--- config.mk ---
export PLATFORM = sky130hd
export DESIGN_NAME = ice51_top
export DESIGN_NICKNAME = d
export VERILOG_FILES = /design/src/hdl/ice51_pkg.sv /design/src/hdl/baud_timer.sv /design/src/hdl/uart_rx.sv /design/src/hdl/uart_tx.sv /design/src/hdl/code_store.sv /design/src/hdl/cpu_sequencer.sv /design/src/hdl/cpu_datapath.sv /design/src/hdl/ice51_top.sv
export VERILOG_INCLUDE_DIRS = /design/src /design/src/include
export SDC_FILE = /design/constraint.sdc
export NUM_CORES = 2
export LEC_CHECK = 0
export BUFFER_PORTS_ARGS = -buffer_cell sky130_fd_sc_hd__buf_2
export CELL_PAD_IN_SITES_DETAIL_PLACEMENT = 0
export CELL_PAD_IN_SITES_GLOBAL_PLACEMENT = 1
export CORE_AREA = 2 2 326 328
export CTS_BUF_LIST = sky130_fd_sc_hd__clkbuf_4 sky130_fd_sc_hd__clkbuf_8
export DETAILED_ROUTE_END_ITERATION = 6
export DIE_AREA = 0 0 328 330
export GPL_ROUTABILITY_DRIVEN = 1
export GPL_TIMING_DRIVEN = 0
export PLACE_DENSITY = 0.74
export SYNTH_ARGS = -nofsm -noshare
export SYNTH_HDL_FRONTEND = slang
export SYNTH_SLANG_ARGS = --single-unit
--- constraint.sdc ---
create_clock -name i_clk -period 3.5 [get_ports i_clk]
set_input_delay 0.875 -clock i_clk [delete_from_list [all_inputs] [get_ports i_clk]]
set_output_delay 0.875 -clock i_clk [all_outputs]
set_load 0.1 [all_outputs]
--- src/include/ice51_macros.svh ---
`ifndef ICE51_MACROS_SVH
`define ICE51_MACROS_SVH

//////////////////////////////////////////////////
// serial timing

// clock cycles per serial bit
`define ICE51_BAUD_DIV 104

//////////////////////////////////////////////////
// code space

`define ICE51_CODE_AW 7           // 128 code bytes, pc width too
`define ICE51_RESET_PC 3          // first fetch after load

//////////////////////////////////////////////////
// transmit port

`define ICE51_TX_ADDR 16'h0201    // movx @dptr target for the uart
`define ICE51_TX_CREDITS 1        // bytes uart_tx can hold

`endif

--- src/hdl/ice51_pkg.sv ---
`default_nettype none
`include "ice51_macros.svh"

package ice51_pkg;

   //////////////////////////////////////////////////
   // sequencer and opcodes

   typedef enum logic [2:0] {
      FETCH,
      DECODE0,
      DECODE1,
      DECODE2,
      EXECUTE
   } seq_state_e;

   typedef enum logic [7:0] {
      OP_LJMP     = 8'h02,   // ljmp addr16
      OP_DEC_A    = 8'h14,   // dec a
      OP_ADD_AI   = 8'h24,   // add a,#imm
      OP_JZ       = 8'h60,   // jz rel
      OP_XRL_AI   = 8'h64,   // xrl a,#imm
      OP_JNZ      = 8'h70,   // jnz rel
      OP_MOV_AI   = 8'h74,   // mov a,#imm
      OP_SJMP     = 8'h80,   // sjmp rel
      OP_MOV_DPTR = 8'h90,   // mov dptr,#imm16
      OP_CLR_A    = 8'hE4,   // clr a
      OP_MOVX_DA  = 8'hF0    // movx @dptr,a
   } opcode_e;

   //////////////////////////////////////////////////
   // payloads

   typedef logic [7:0] code_byte_t;
   typedef logic [`ICE51_CODE_AW-1:0] code_addr_t;

   typedef struct packed {
      logic       valid;
      code_byte_t data;
   } rx_byte_t;

   typedef struct packed {
      logic       en;
      code_addr_t addr;
      code_byte_t data;
   } code_wr_t;

   // one-hot-ish step controls, sequencer to datapath
   typedef struct packed {
      logic latch_op;
      logic latch_op1;
      logic latch_op2;
      logic pc_inc;
      logic execute;
      logic addr_from_pc;
   } seq_ctrl_t;

   typedef struct packed {
      logic       valid;
      code_byte_t data;
   } tx_req_t;

endpackage

`default_nettype wire

--- src/hdl/baud_timer.sv ---
`timescale 1ns/100ps
`default_nettype none
`include "ice51_macros.svh"

module baud_timer (
   input  wire logic i_clk,
   input  wire logic i_nrst,
   input  wire logic i_clear,
   output logic      o_half,
   output logic      o_full
);

   localparam int CNT_W = $clog2(`ICE51_BAUD_DIV);

   logic [CNT_W-1:0] cnt;

   // ticks are decoded straight off the count
   assign o_half = (cnt == CNT_W'(`ICE51_BAUD_DIV / 2 - 1));
   assign o_full = (cnt == CNT_W'(`ICE51_BAUD_DIV - 1));

   always_ff @(posedge i_clk or negedge i_nrst) begin
      if (!i_nrst) begin
         cnt <= '0;
      end else if (i_clear || o_full) begin
         cnt <= '0;                      // restart each bit period
      end else begin
         cnt <= cnt + 1'b1;
      end
   end

endmodule

`default_nettype wire

--- src/hdl/uart_rx.sv ---
`timescale 1ns/100ps
`default_nettype none

module uart_rx import ice51_pkg::*; (
   input  wire logic i_clk,
   input  wire logic i_nrst,
   input  wire logic i_rx,
   output rx_byte_t  o_byte
);

   typedef enum logic [1:0] {RX_IDLE, RX_START, RX_DATA, RX_STOP} rx_state_e;

   rx_state_e  state;
   logic       rx_meta;
   logic       rx_sync;
   logic [2:0] bit_cnt;
   code_byte_t shift;
   logic       half;
   logic       full;
   logic       stop_ok;
   logic       pend;
   logic       pend_full;

   //////////////////////////////////////////////////
   // line resync, idles high

   always_ff @(posedge i_clk or negedge i_nrst) begin
      if (!i_nrst) begin
         rx_meta <= 1'b1;
         rx_sync <= 1'b1;
      end else begin
         rx_meta <= i_rx;
         rx_sync <= rx_meta;
      end
   end

   // held clear while idle, re-aligned at the start bit middle
   baud_timer u_bit_timer (
      .i_clk   (i_clk),
      .i_nrst  (i_nrst),
      .i_clear ((state == RX_IDLE) || ((state == RX_START) && half)),
      .o_half  (half),
      .o_full  (full)
   );

   //////////////////////////////////////////////////
   // frame FSM

   assign stop_ok = (state == RX_STOP) && full && rx_sync;

   always_ff @(posedge i_clk or negedge i_nrst) begin
      if (!i_nrst) begin
         state   <= RX_IDLE;
         bit_cnt <= '0;
      end else begin
         case (state)
            RX_IDLE: begin
               bit_cnt <= '0;
               if (!rx_sync) state <= RX_START;      // falling edge seen
            end
            RX_START: if (half) state <= rx_sync ? RX_IDLE : RX_DATA;  // glitch filter
            RX_DATA: if (full) begin
               bit_cnt <= bit_cnt + 1'b1;
               if (bit_cnt == 3'd7) state <= RX_STOP;
            end
            default: if (full) state <= RX_IDLE;     // bad stop bit drops the byte
         endcase
      end
   end

   always_ff @(posedge i_clk) begin
      if ((state == RX_DATA) && full) shift <= {rx_sync, shift[7:1]};   // lsb first
   end

   //////////////////////////////////////////////////
   // byte strobe, one bit after the stop sample

   baud_timer u_pend_timer (
      .i_clk   (i_clk),
      .i_nrst  (i_nrst),
      .i_clear (!pend),
      .o_half  (),
      .o_full  (pend_full)
   );

   always_ff @(posedge i_clk or negedge i_nrst) begin
      if (!i_nrst) pend <= 1'b0;
      else if (stop_ok) pend <= 1'b1;
      else if (pend_full) pend <= 1'b0;
   end

   // receiver is already idle here so a back to back frame is caught
   assign o_byte = '{valid: pend && pend_full, data: shift};

endmodule

`default_nettype wire

--- src/hdl/uart_tx.sv ---
`timescale 1ns/100ps
`default_nettype none

module uart_tx import ice51_pkg::*; (
   input  wire logic    i_clk,
   input  wire logic    i_nrst,
   input  wire tx_req_t i_req,
   output logic         o_credit,
   output logic         o_tx
);

   typedef enum logic [1:0] {TX_IDLE, TX_START, TX_SEND} tx_state_e;

   tx_state_e  state;
   logic [3:0] bit_cnt;     // start, 8 data, stop
   code_byte_t shift;
   logic       full;
   logic       last;

   baud_timer u_bit_timer (
      .i_clk   (i_clk),
      .i_nrst  (i_nrst),
      .i_clear (state == TX_IDLE),
      .o_half  (),
      .o_full  (full)
   );

   assign last     = (bit_cnt == 4'd9);
   assign o_credit = (state == TX_SEND) && full && last;    // stop bit done, slot free

   //////////////////////////////////////////////////
   // frame FSM

   always_ff @(posedge i_clk or negedge i_nrst) begin
      if (!i_nrst) begin
         state   <= TX_IDLE;
         bit_cnt <= '0;
      end else begin
         case (state)
            TX_IDLE: begin
               bit_cnt <= '0;
               if (i_req.valid) state <= TX_START;
            end
            TX_START: if (full) begin
               bit_cnt <= bit_cnt + 1'b1;
               state   <= TX_SEND;
            end
            default: if (full) begin
               bit_cnt <= bit_cnt + 1'b1;
               if (last) state <= TX_IDLE;
            end
         endcase
      end
   end

   // ones shift in behind the data and form the stop bit
   always_ff @(posedge i_clk) begin
      if ((state == TX_IDLE) && i_req.valid) shift <= i_req.data;
      else if ((state == TX_SEND) && full) shift <= {1'b1, shift[7:1]};
   end

   always_comb begin
      case (state)
         TX_START: o_tx = 1'b0;
         TX_SEND:  o_tx = shift[0];
         default:  o_tx = 1'b1;          // line idles high
      endcase
   end

endmodule

`default_nettype wire

--- src/hdl/code_store.sv ---
`timescale 1ns/100ps
`default_nettype none
`include "ice51_macros.svh"

module code_store import ice51_pkg::*; (
   input  wire logic       i_clk,
   input  wire logic       i_nrst,
   input  wire rx_byte_t   i_rx,
   input  wire code_addr_t i_rd_addr,
   output code_byte_t      o_rd_data,
   output logic            o_load_done
);

   localparam int DEPTH = 1 << `ICE51_CODE_AW;

   code_byte_t mem [DEPTH];
   code_addr_t load_addr;
   code_wr_t   wr;

   // received bytes only land while loading
   assign wr = '{en: i_rx.valid && !o_load_done, addr: load_addr, data: i_rx.data};

   always_ff @(posedge i_clk) begin
      if (wr.en) mem[wr.addr] <= wr.data;
      o_rd_data <= mem[i_rd_addr];       // one cycle read
   end

   //////////////////////////////////////////////////
   // load counter

   always_ff @(posedge i_clk or negedge i_nrst) begin
      if (!i_nrst) begin
         load_addr   <= '0;
         o_load_done <= 1'b0;
      end else if (wr.en) begin
         load_addr <= load_addr + 1'b1;              // wraps after the last byte
         if (load_addr == '1) o_load_done <= 1'b1;
      end
   end

endmodule

`default_nettype wire

--- src/hdl/cpu_sequencer.sv ---
`timescale 1ns/100ps
`default_nettype none
`include "ice51_macros.svh"

module cpu_sequencer import ice51_pkg::*; (
   input  wire logic    i_clk,
   input  wire logic    i_nrst,
   input  wire logic    i_load_done,
   input  wire opcode_e i_op,
   input  wire logic    i_tx_hit,
   input  wire logic    i_credit,
   output seq_ctrl_t    o_ctrl
);

   localparam int CRED_W = $clog2(`ICE51_TX_CREDITS + 1);

   seq_state_e        state;
   seq_state_e        state_next;
   logic [1:0]        op_len;
   logic [CRED_W-1:0] credits;
   logic              stall;
   logic              take;

   // byte count, only looked at in DECODE0 where i_op is the fresh opcode
   always_comb begin
      case (i_op)
         OP_MOV_AI, OP_ADD_AI, OP_XRL_AI,
         OP_SJMP, OP_JZ, OP_JNZ:  op_len = 2'd2;
         OP_MOV_DPTR, OP_LJMP:    op_len = 2'd3;
         default:                 op_len = 2'd1;     // unknown runs as nop
      endcase
   end

   assign stall = i_tx_hit && (credits == '0);
   assign take  = o_ctrl.execute && i_tx_hit;

   //////////////////////////////////////////////////
   // state walk

   always_comb begin
      o_ctrl     = '0;
      state_next = state;
      case (state)
         FETCH: begin
            o_ctrl.addr_from_pc = 1'b1;
            o_ctrl.pc_inc       = i_load_done;   // parked until code is in
            if (i_load_done) state_next = DECODE0;
         end
         DECODE0: begin
            o_ctrl.latch_op     = 1'b1;
            o_ctrl.addr_from_pc = 1'b1;
            o_ctrl.pc_inc       = (op_len != 2'd1);
            case (op_len)
               2'd1:    state_next = EXECUTE;
               2'd2:    state_next = DECODE2;   // single operand lands in op2
               default: state_next = DECODE1;
            endcase
         end
         DECODE1: begin
            o_ctrl.latch_op1    = 1'b1;
            o_ctrl.addr_from_pc = 1'b1;
            o_ctrl.pc_inc       = 1'b1;
            state_next          = DECODE2;
         end
         DECODE2: begin
            o_ctrl.latch_op2 = 1'b1;
            state_next       = EXECUTE;
         end
         default: begin
            o_ctrl.execute = !stall;             // wait here for a free tx slot
            if (!stall) state_next = FETCH;
         end
      endcase
   end

   always_ff @(posedge i_clk or negedge i_nrst) begin
      if (!i_nrst) state <= FETCH;
      else state <= state_next;
   end

   //////////////////////////////////////////////////
   // transmit credits

   always_ff @(posedge i_clk or negedge i_nrst) begin
      if (!i_nrst) begin
         credits <= CRED_W'(`ICE51_TX_CREDITS);
      end else if (i_credit && !take) begin
         credits <= credits + 1'b1;
      end else if (take && !i_credit) begin
         credits <= credits - 1'b1;
      end
   end

endmodule

`default_nettype wire

--- src/hdl/cpu_datapath.sv ---
`timescale 1ns/100ps
`default_nettype none
`include "ice51_macros.svh"

module cpu_datapath import ice51_pkg::*; (
   input  wire logic       i_clk,
   input  wire logic       i_nrst,
   input  wire seq_ctrl_t  i_ctrl,
   input  wire code_byte_t i_code,
   output code_addr_t      o_rd_addr,
   output opcode_e         o_op,
   output logic            o_tx_hit,
   output tx_req_t         o_tx_req
);

   code_addr_t  pc;
   code_addr_t  pc_next;
   code_addr_t  rd_addr_q;
   code_addr_t  target;
   opcode_e     op_q;
   logic        op_fresh;   // opcode byte sits on i_code
   code_byte_t  op1_q;      // high byte of a 16-bit operand
   code_byte_t  op2_q;      // last operand byte
   code_byte_t  acc;
   code_byte_t  acc_next;
   logic [15:0] dptr;
   logic        taken;

   //////////////////////////////////////////////////
   // code read address and operand capture

   // address holds between reads
   assign o_rd_addr = i_ctrl.addr_from_pc ? pc : rd_addr_q;

   always_ff @(posedge i_clk or negedge i_nrst) begin
      if (!i_nrst) rd_addr_q <= '0;
      else rd_addr_q <= o_rd_addr;
   end

   // set for the cycle after a fetch that leaves FETCH
   always_ff @(posedge i_clk or negedge i_nrst) begin
      if (!i_nrst) begin
         op_fresh <= 1'b0;
      end else begin
         op_fresh <= i_ctrl.addr_from_pc && i_ctrl.pc_inc && !i_ctrl.latch_op
                     && !i_ctrl.latch_op1;
      end
   end

   assign o_op = op_fresh ? opcode_e'(i_code) : op_q;   // sequencer needs it early

   always_ff @(posedge i_clk) begin
      if (i_ctrl.latch_op) op_q <= opcode_e'(i_code);
      if (i_ctrl.latch_op1) op1_q <= i_code;
      if (i_ctrl.latch_op2) op2_q <= i_code;
   end

   //////////////////////////////////////////////////
   // program counter

   // pc already points past the instruction at execute
   always_comb begin
      taken  = 1'b0;
      target = pc + code_addr_t'(op2_q);   // rel offset wraps at code width
      case (op_q)
         OP_SJMP: taken = 1'b1;
         OP_JZ:   taken = (acc == '0);
         OP_JNZ:  taken = (acc != '0);
         OP_LJMP: begin
            taken  = 1'b1;
            target = code_addr_t'(op2_q);     // upper address bits fall away
         end
         default: taken = 1'b0;
      endcase
   end

   always_comb begin
      if (i_ctrl.execute && taken) pc_next = target;
      else if (i_ctrl.pc_inc) pc_next = pc + 1'b1;
      else pc_next = pc;
   end

   always_ff @(posedge i_clk or negedge i_nrst) begin
      if (!i_nrst) pc <= code_addr_t'(`ICE51_RESET_PC);
      else pc <= pc_next;
   end

   //////////////////////////////////////////////////
   // accumulator and dptr

   always_comb begin
      case (op_q)
         OP_MOV_AI: acc_next = op2_q;
         OP_ADD_AI: acc_next = acc + op2_q;     // no carry kept
         OP_XRL_AI: acc_next = acc ^ op2_q;
         OP_DEC_A:  acc_next = acc - 8'd1;
         OP_CLR_A:  acc_next = '0;
         default:   acc_next = acc;
      endcase
   end

   always_ff @(posedge i_clk or negedge i_nrst) begin
      if (!i_nrst) begin
         acc  <= '0;
         dptr <= '0;
      end else if (i_ctrl.execute) begin
         acc <= acc_next;
         if (op_q == OP_MOV_DPTR) dptr <= {op1_q, op2_q};
      end
   end

   //////////////////////////////////////////////////
   // transmit request

   // other movx targets have no memory behind them
   assign o_tx_hit = (op_q == OP_MOVX_DA) && (dptr == `ICE51_TX_ADDR);
   assign o_tx_req = '{valid: i_ctrl.execute && o_tx_hit, data: acc};

endmodule

`default_nettype wire

--- src/hdl/ice51_top.sv ---
`timescale 1ns/100ps
`default_nettype none

module ice51_top import ice51_pkg::*; (
   input  wire logic i_clk,
   input  wire logic i_nrst,
   input  wire logic i_uart_rx,
   output wire logic o_uart_tx
);

   rx_byte_t   rx_byte;
   code_addr_t rd_addr;
   code_byte_t rd_data;
   logic       load_done;
   seq_ctrl_t  ctrl;
   opcode_e    op;
   logic       tx_hit;
   tx_req_t    tx_req;
   logic       tx_credit;

   //////////////////////////////////////////////////
   // serial side

   uart_rx u_uart_rx (
      .i_clk  (i_clk),
      .i_nrst (i_nrst),
      .i_rx   (i_uart_rx),
      .o_byte (rx_byte)
   );

   uart_tx u_uart_tx (
      .i_clk    (i_clk),
      .i_nrst   (i_nrst),
      .i_req    (tx_req),
      .o_credit (tx_credit),
      .o_tx     (o_uart_tx)
   );

   //////////////////////////////////////////////////
   // core

   code_store u_code_store (
      .i_clk       (i_clk),
      .i_nrst      (i_nrst),
      .i_rx        (rx_byte),
      .i_rd_addr   (rd_addr),
      .o_rd_data   (rd_data),
      .o_load_done (load_done)
   );

   cpu_sequencer u_cpu_sequencer (
      .i_clk       (i_clk),
      .i_nrst      (i_nrst),
      .i_load_done (load_done),
      .i_op        (op),
      .i_tx_hit    (tx_hit),
      .i_credit    (tx_credit),
      .o_ctrl      (ctrl)
   );

   cpu_datapath u_cpu_datapath (
      .i_clk     (i_clk),
      .i_nrst    (i_nrst),
      .i_ctrl    (ctrl),
      .i_code    (rd_data),
      .o_rd_addr (rd_addr),
      .o_op      (op),
      .o_tx_hit  (tx_hit),
      .o_tx_req  (tx_req)
   );

endmodule

`default_nettype wire

---- Yosys cells after proc, flatten, opt, wreduce, memory -nomap -nowiden ----
Memories as Yosys holds them, arrays and structs flattened. A register that Yosys moved wholly into a read port is not among the register bits.
Index checks and enable logic that the tools add are counted.
word-level totals
  flip-flop bits (word level) ............. 126
  RAM bits ................................ 1024
  output and inout bits ................... 1
  memories kept ........................... 1
memories
  memory            depth  bits a word  rd ports  clocked after Yosys merged registers in  wr ports  RTL line          text
  u_code_store.mem  128    8            1         1                                        1         code_store.sv:16  code_byte_t mem [DEPTH];
cells by class
  $add $sub $neg .......................... 12
  equal/unequal tests ..................... 46
  multiplexer cells ....................... 46
  bitwise logic cells ..................... 2
  reductions and logical operators ........ 55
operators with widths
  kind                                                   count
  equality test 8 x 7 -> 1 bit, second input constant    8
  two-way mux 7 bit                                      7
  equality test 8 bit, second input constant             6
  one-hot mux 8 bit (5 select lines)                     1
  adder 7 x 1 -> 7 bit, second input constant            5
  equality test 7 bit, second input constant             4
  two-way mux 8 bit                                      3
  two-way mux 2 bit                                      10
  logical AND 1 bit                                      18
  equality test 16 x 10 -> 1 bit, second input constant  1
  equality test 8 x 2 -> 1 bit, second input constant    2
  equality test 8 x 6 -> 1 bit, second input constant    2
  != test 2 x 1 -> 1 bit, second input constant          6
  one-hot mux 3 bit (2 select lines)                     2
  one-hot mux 3 bit (4 select lines)                     1
  nonzero test 2 bit                                     6
  two-way mux 1 bit                                      11
  AND reduction 2 bit                                    5
  two-way mux 3 bit                                      3
  adder 8 bit                                            1
  equality test 2 bit, second input constant             4
  equality test 8 x 5 -> 1 bit, second input constant    1
  logical NOT 8 bit                                      1
  two-way mux 4 bit                                      2
  other kinds (33)                                       51

---- Longest topological paths before layout ----
  depth in word-level cells ............... 9
  mapped depth ............................ 16
  mapped depth without buffers ............ 15

---- By module ----
Synthesis repeated with hierarchy kept, for this count alone.
second synthesis, totals
  cells, all modules ...................... 2221
  area total of the unflattened synthesis .. 46270.6 um^2
by module, submodules not included
  module         times used  cells each  area an instance (um^2)  seq. area each (um^2)
  code_store     1           1663        40008.4                  31109.8
  cpu_datapath   1           319         3534.6                   1699.1
  baud_timer     3           35          349.1                    175.2
  uart_tx        1           52          704.4                    390.4
  uart_rx        1           44          651.9                    442.9
  cpu_sequencer  1           38          324.1                    101.3

---- Least setup slack after synthesis ----
Ideal clock, no wire load.
  path type ............................... register to output
  from .................................... register u_uart_tx.state[1]
  to ...................................... output o_uart_tx
  data arrival time ....................... 2.196 ns
  required time ........................... 2.625 ns
  path slack .............................. 0.429 ns
  stages on the path, launching flop included .. 3
  cell sequence ........................... dfrtp_1 -> clkbuf_1 -> mux2i_1
on the way
  cells in the longest elaborated chain, start to end .. 2
  elaborated cells on any way between the ends .. 3
RTL lines
  what                                                                        RTL line        text
  start: declaration                                                          uart_tx.sv:14   tx_state_e state;
  start signal: assignment                                                    uart_tx.sv:36   state <= TX_IDLE;
  start signal: assignment                                                    uart_tx.sv:42   if (i_req.valid) state <= TX_START;
  start signal: assignment                                                    uart_tx.sv:46   state <= TX_SEND;
  equality test 2 bit / equality test 2 x 1 -> 1 bit (equally long branches)  uart_tx.sv:63   case (state)
  one-hot mux 1 bit (2 select lines) (*)                                      uart_tx.sv:63
  end: declaration                                                            ice51_top.sv:8  output wire logic o_uart_tx
Mark *: on every way between the ends. The rest lies on a longest branch, timed or not.

---- Worst setup path after layout ----
  from .................................... register u_cpu_sequencer.state[0]
  to ...................................... register u_code_store.o_rd_data[3], read port of u_code_store.mem
on the way
  cells in the longest elaborated chain, start to end .. 4
  elaborated cells on any way between the ends .. 6
RTL lines
  what                                                  RTL line             text
  start: declaration                                    cpu_sequencer.sv:17  seq_state_e state;
  start signal: assignment                              cpu_sequencer.sv:78  else state <= state_next;
  equality test 3 x 1 -> 1 bit (tied with other cells)  cpu_sequencer.sv:43  case (state)
  OR reduction 3 bit (no line) (*)                      --
  two-way mux 1 bit (*)                                 cpu_sequencer.sv:43
  two-way mux 7 bit (*)                                 cpu_datapath.sv:33   assign o_rd_addr = i_ctrl.addr_from_pc ? pc : rd_addr_q;
  end: declaration                                      code_store.sv:10     output code_byte_t o_rd_data,
Marked as above.
A chain may end at the register's enable or synchronous reset.

==> impl_metrics.tcl <==
set metrics [dict create \
    status "complete, but fails checks" \
    violations "setup timing" \
    path_max_fanout 10 \
    avgSynthCellArea_um2 16.6 \
    core.rowCount 119 \
    worstSetupStartpointType "register" \
    skew_ns 0.0729 \
    synth_top_flop_cell "edfxtp_1" \
    yosysSeqAreaShare_pct 73.3 \
    initial_core_util_pct 44.6 \
    worst_pin_slew_ns 1.06 \
    synth_top_area_share_pct 68.4 \
    hold_violations 0 \
    die-area_um2 108000 \
    cpPeakStageDelay_ns 0.39 \
    overflow 0 \
    worstRegToRegCells 13 \
    cts-buffers-inserted 185 \
    die_w_um 328 \
    insertion_delay_ns 0.89 \
    firstDrtPassIters 6 \
    fmax_mhz 284 \
    grt_use_total_pct 23.9 \
    synth_edf_count 1064 \
    whs_ns 0.133 \
    synthArstFlopShare_pct 7.43 \
    finish.utilization_pct 52.2 \
    maxCapViolCount 0 \
    arrival_ns 4.29 \
    yosysTopAreaCell "edfxtp_1" \
    via_count 27400 \
    setup_viol 3 \
    synth_cell_types 72 \
    drc_errors 0 \
    io-pin-count 4 \
    hp-class "in -> reg" \
    dp_hpwl_um 89400 \
    finish.net_count 3091 \
    fin_ws_ns -0.0260 \
    cts_tree "done" \
    drive_gt1_share_pct 25.0 \
    portBuffers 3 \
    postPlaceCellArea_um2 49500 \
    clk_path_buf_depth 3 \
    power.density_nw_per_um2 492 \
    post_drt_wl_per_cell_um 28.0 \
    leakage_nw 18.7 \
    slew_violations 0 \
    grt_start_max_net_pins 51 \
    instances_no_fill 4614 \
    synth-seq-cells 1158 \
    crit_chain "buf_6 -> a21o_4 -> mux2i_4 -> buf_12 -> inv_1 -> buf_4 -> nand3_1 -> buf_2 -> o221ai_1 -> a21oi_1 -> a22oi_2 -> nand3_2 -> nor4b_4" \
    grt_pass1_wl_um 186000 \
    final_area_um2 54700 \
    maxSlewHeadroom_pct 28.9 \
    antenna_found_initial 1 \
    clock-sinks 1158 \
    period_needed_ns 3.53 \
    ys_warn_count 0 \
    min_period_over_period_pct 101 \
    die-height_um 330 \
    cts_root_buf "clkbuf_8" \
    hold_depth 1 \
    endpoint_kind "register" \
    ir_worst_vdd_mv 0.371 \
    synthesis.area_um2 46700 \
    area_delta_synth_final_pct 17.0 \
    dp.cells 4252 \
    syn-instance-count 2818 \
    drt_wl_total_um 129000 \
    drt_iter0_markers 3404 \
    core_um2 105000 \
    slowest_stage "o221ai_1" \
    drtAntennaViolNets 0 \
    drt-vias-per-instance 5.93 \
    timing_worst_setup_path_type "reg -> reg" \
    cp.required_ns 4.26 \
    synth_area_leaders "edfxtp_1 (68%), mux4_2 (7.1%), dfrtp_1 (4.3%)" \
    gp_congestion 0.945 \
    htree_num_levels 4 \
    grt_pass1_vias 27300 \
    clkSlewWorstSetupHoldPaths_ns 0.07 \
    synth_fp_nets 2846 \
]
## per-stage QoR
step	setup TNS (ns)	power [mW]	setup WS [ns]
after floorplan	0	15.2	0.429
after global placement	-1169.99	15.2	-1.12
after detailed placement	-601.12	15.2	-1.20
after CTS	0	27.0	0.00835
after global routing	-0.00283	27.6	-0.00283
final	-0.0387	26.9	-0.0260
## state kept, by name (all words and copies together) (netlist names), 3 cells and up
signal,flops
u_code_store.load_addr,7
u_uart_rx.u_bit_timer.cnt,7
u_cpu_datapath.op2_q,8
u_cpu_datapath.op_q,8
u_cpu_datapath.acc,8
u_uart_tx.shift,8
u_code_store.o_rd_data,8
u_cpu_datapath.op1_q,8
u_uart_rx.u_pend_timer.cnt,7
u_uart_rx.bit_cnt,3
u_uart_tx.bit_cnt,4
u_cpu_datapath.pc,7
u_code_store.mem,1024
u_cpu_datapath.rd_addr_q,7
u_cpu_sequencer.state,3
u_uart_tx.u_bit_timer.cnt,7
u_cpu_datapath.dptr,16
u_uart_rx.shift,8
## synth_stat cells, drive strengths merged (15+ instances only)
library cell and count:
edfxtp 1064, nand2 370, nor2 200, mux4 156
nand3 114, mux2i 96, buf 83, dfrtp 81
a21oi 77, a22oi 57, clkbuf 57, o21ai 38
o22ai 33, xor2 32, nor3 30, a211oi 27
a31oi 27, mux2 27, and3 26, inv 24
ha 23, xnor2 23, a2111oi 15, nor2b 15
## power by group
part | total (mW) | switching [mW] | internal [mW]
clock | 12.0 | 5.48 | 6.49
sequential | 14.9 | 0.00109 | 14.9
combinational | 0.0277 | 0.0227 | 0.00504
## cell type report
cell class / instances / area [um2]
antenna: 2 / 5.00
buffer: 138 / 1080
clock inverter: 90 / 728
sequential: 1158 / 34300
clock buffer: 255 / 3120
fill: 8284 / 50000
tap: 1391 / 1740
timing repair buffer: 60 / 1290
multi-input combinational: 1496 / 12400
inverter: 24 / 90.1
## per-layer routing
layer  GRT usage [%]  routed length [um]  vias to the layer above
met5               0                   0                        -
met4            10.1                5420                        0
met3            6.34               12900                      308
met2            38.3               61300                     1472
met1            31.1               49700                    14000
li1                -                   -                    11600
## final timing paths
kind	start	to	slack (ns)
max	u_cpu_sequencer.state[0]$_DFFE_PN0P_	u_code_store.o_rd_data[3]$_DFF_P_	-0.03
min in group asynchronous	i_nrst	u_cpu_datapath.dptr[2]$_DFFE_PN0P_	0.57
max reg2reg	u_cpu_sequencer.state[0]$_DFFE_PN0P_	u_code_store.o_rd_data[3]$_DFF_P_	-0.03
min	i_uart_rx	u_uart_rx.rx_meta$_DFF_PN1_	0.13
min reg2reg	u_uart_rx.rx_meta$_DFF_PN1_	u_uart_rx.rx_sync$_DFF_PN1_	0.35
max in group asynchronous	i_nrst	u_uart_rx.rx_meta$_DFF_PN1_	2.17
## critical path: cells and delay by family, from the launching register on
family / cells / cell delay [ns]
flip-flops: 1 / 0.37
AO/OA/AOI/OAI: 4 / 1.13
buffers and inverters: 5 / 0.92
multiplexers: 1 / 0.20
AND/OR/NAND/NOR: 3 / 0.77
## cells in the final DEF, fill, tap and decap left out, types with 37 or more instances in the layout
cell type and instances:
edfxtp_1 1064, nand2_1 361, clkbuf_8 194, mux4_2 148
nor2_1 113, nand3_1 106, mux2i_1 91, dfrtp_1 81
nor2_4 80, a21oi_1 77, clkbuf_4 74, a22oi_1 48
clkinv_1 41, buf_16 37
## logic make-up (layout without fill, tap and decap cells)
family / Yosys count / count (layout) / synth area share [%]
muxes: 279 / 279 / 10.4
AOI/OAI and AO/OA: 318 / 318 / 4.55
buffers and inverters: 164 / 567 / 2.20
adders and majority gates: 25 / 25 / 0.702
DFF: 1158 / 1158 / 73.3
and+or+nand+nor: 819 / 819 / 7.77
xor gates and xnor gates: 55 / 55 / 1.03
other: 0 / 2 / 0
## repair_timing
| item | in CTS | in global routing |
|---|---|---|
| buffers inserted | 10 | 6 |
| hold buffers | 1 | 0 |
| gates resized for setup | 282 | 36 |
| endpoints found under the hold margin | 26 | 0 |
| pin swaps | 2 | 3 |
| setup endpoints to repair | 1012 | 31 |
Note: power is estimated with default switching activity, not from simulation.
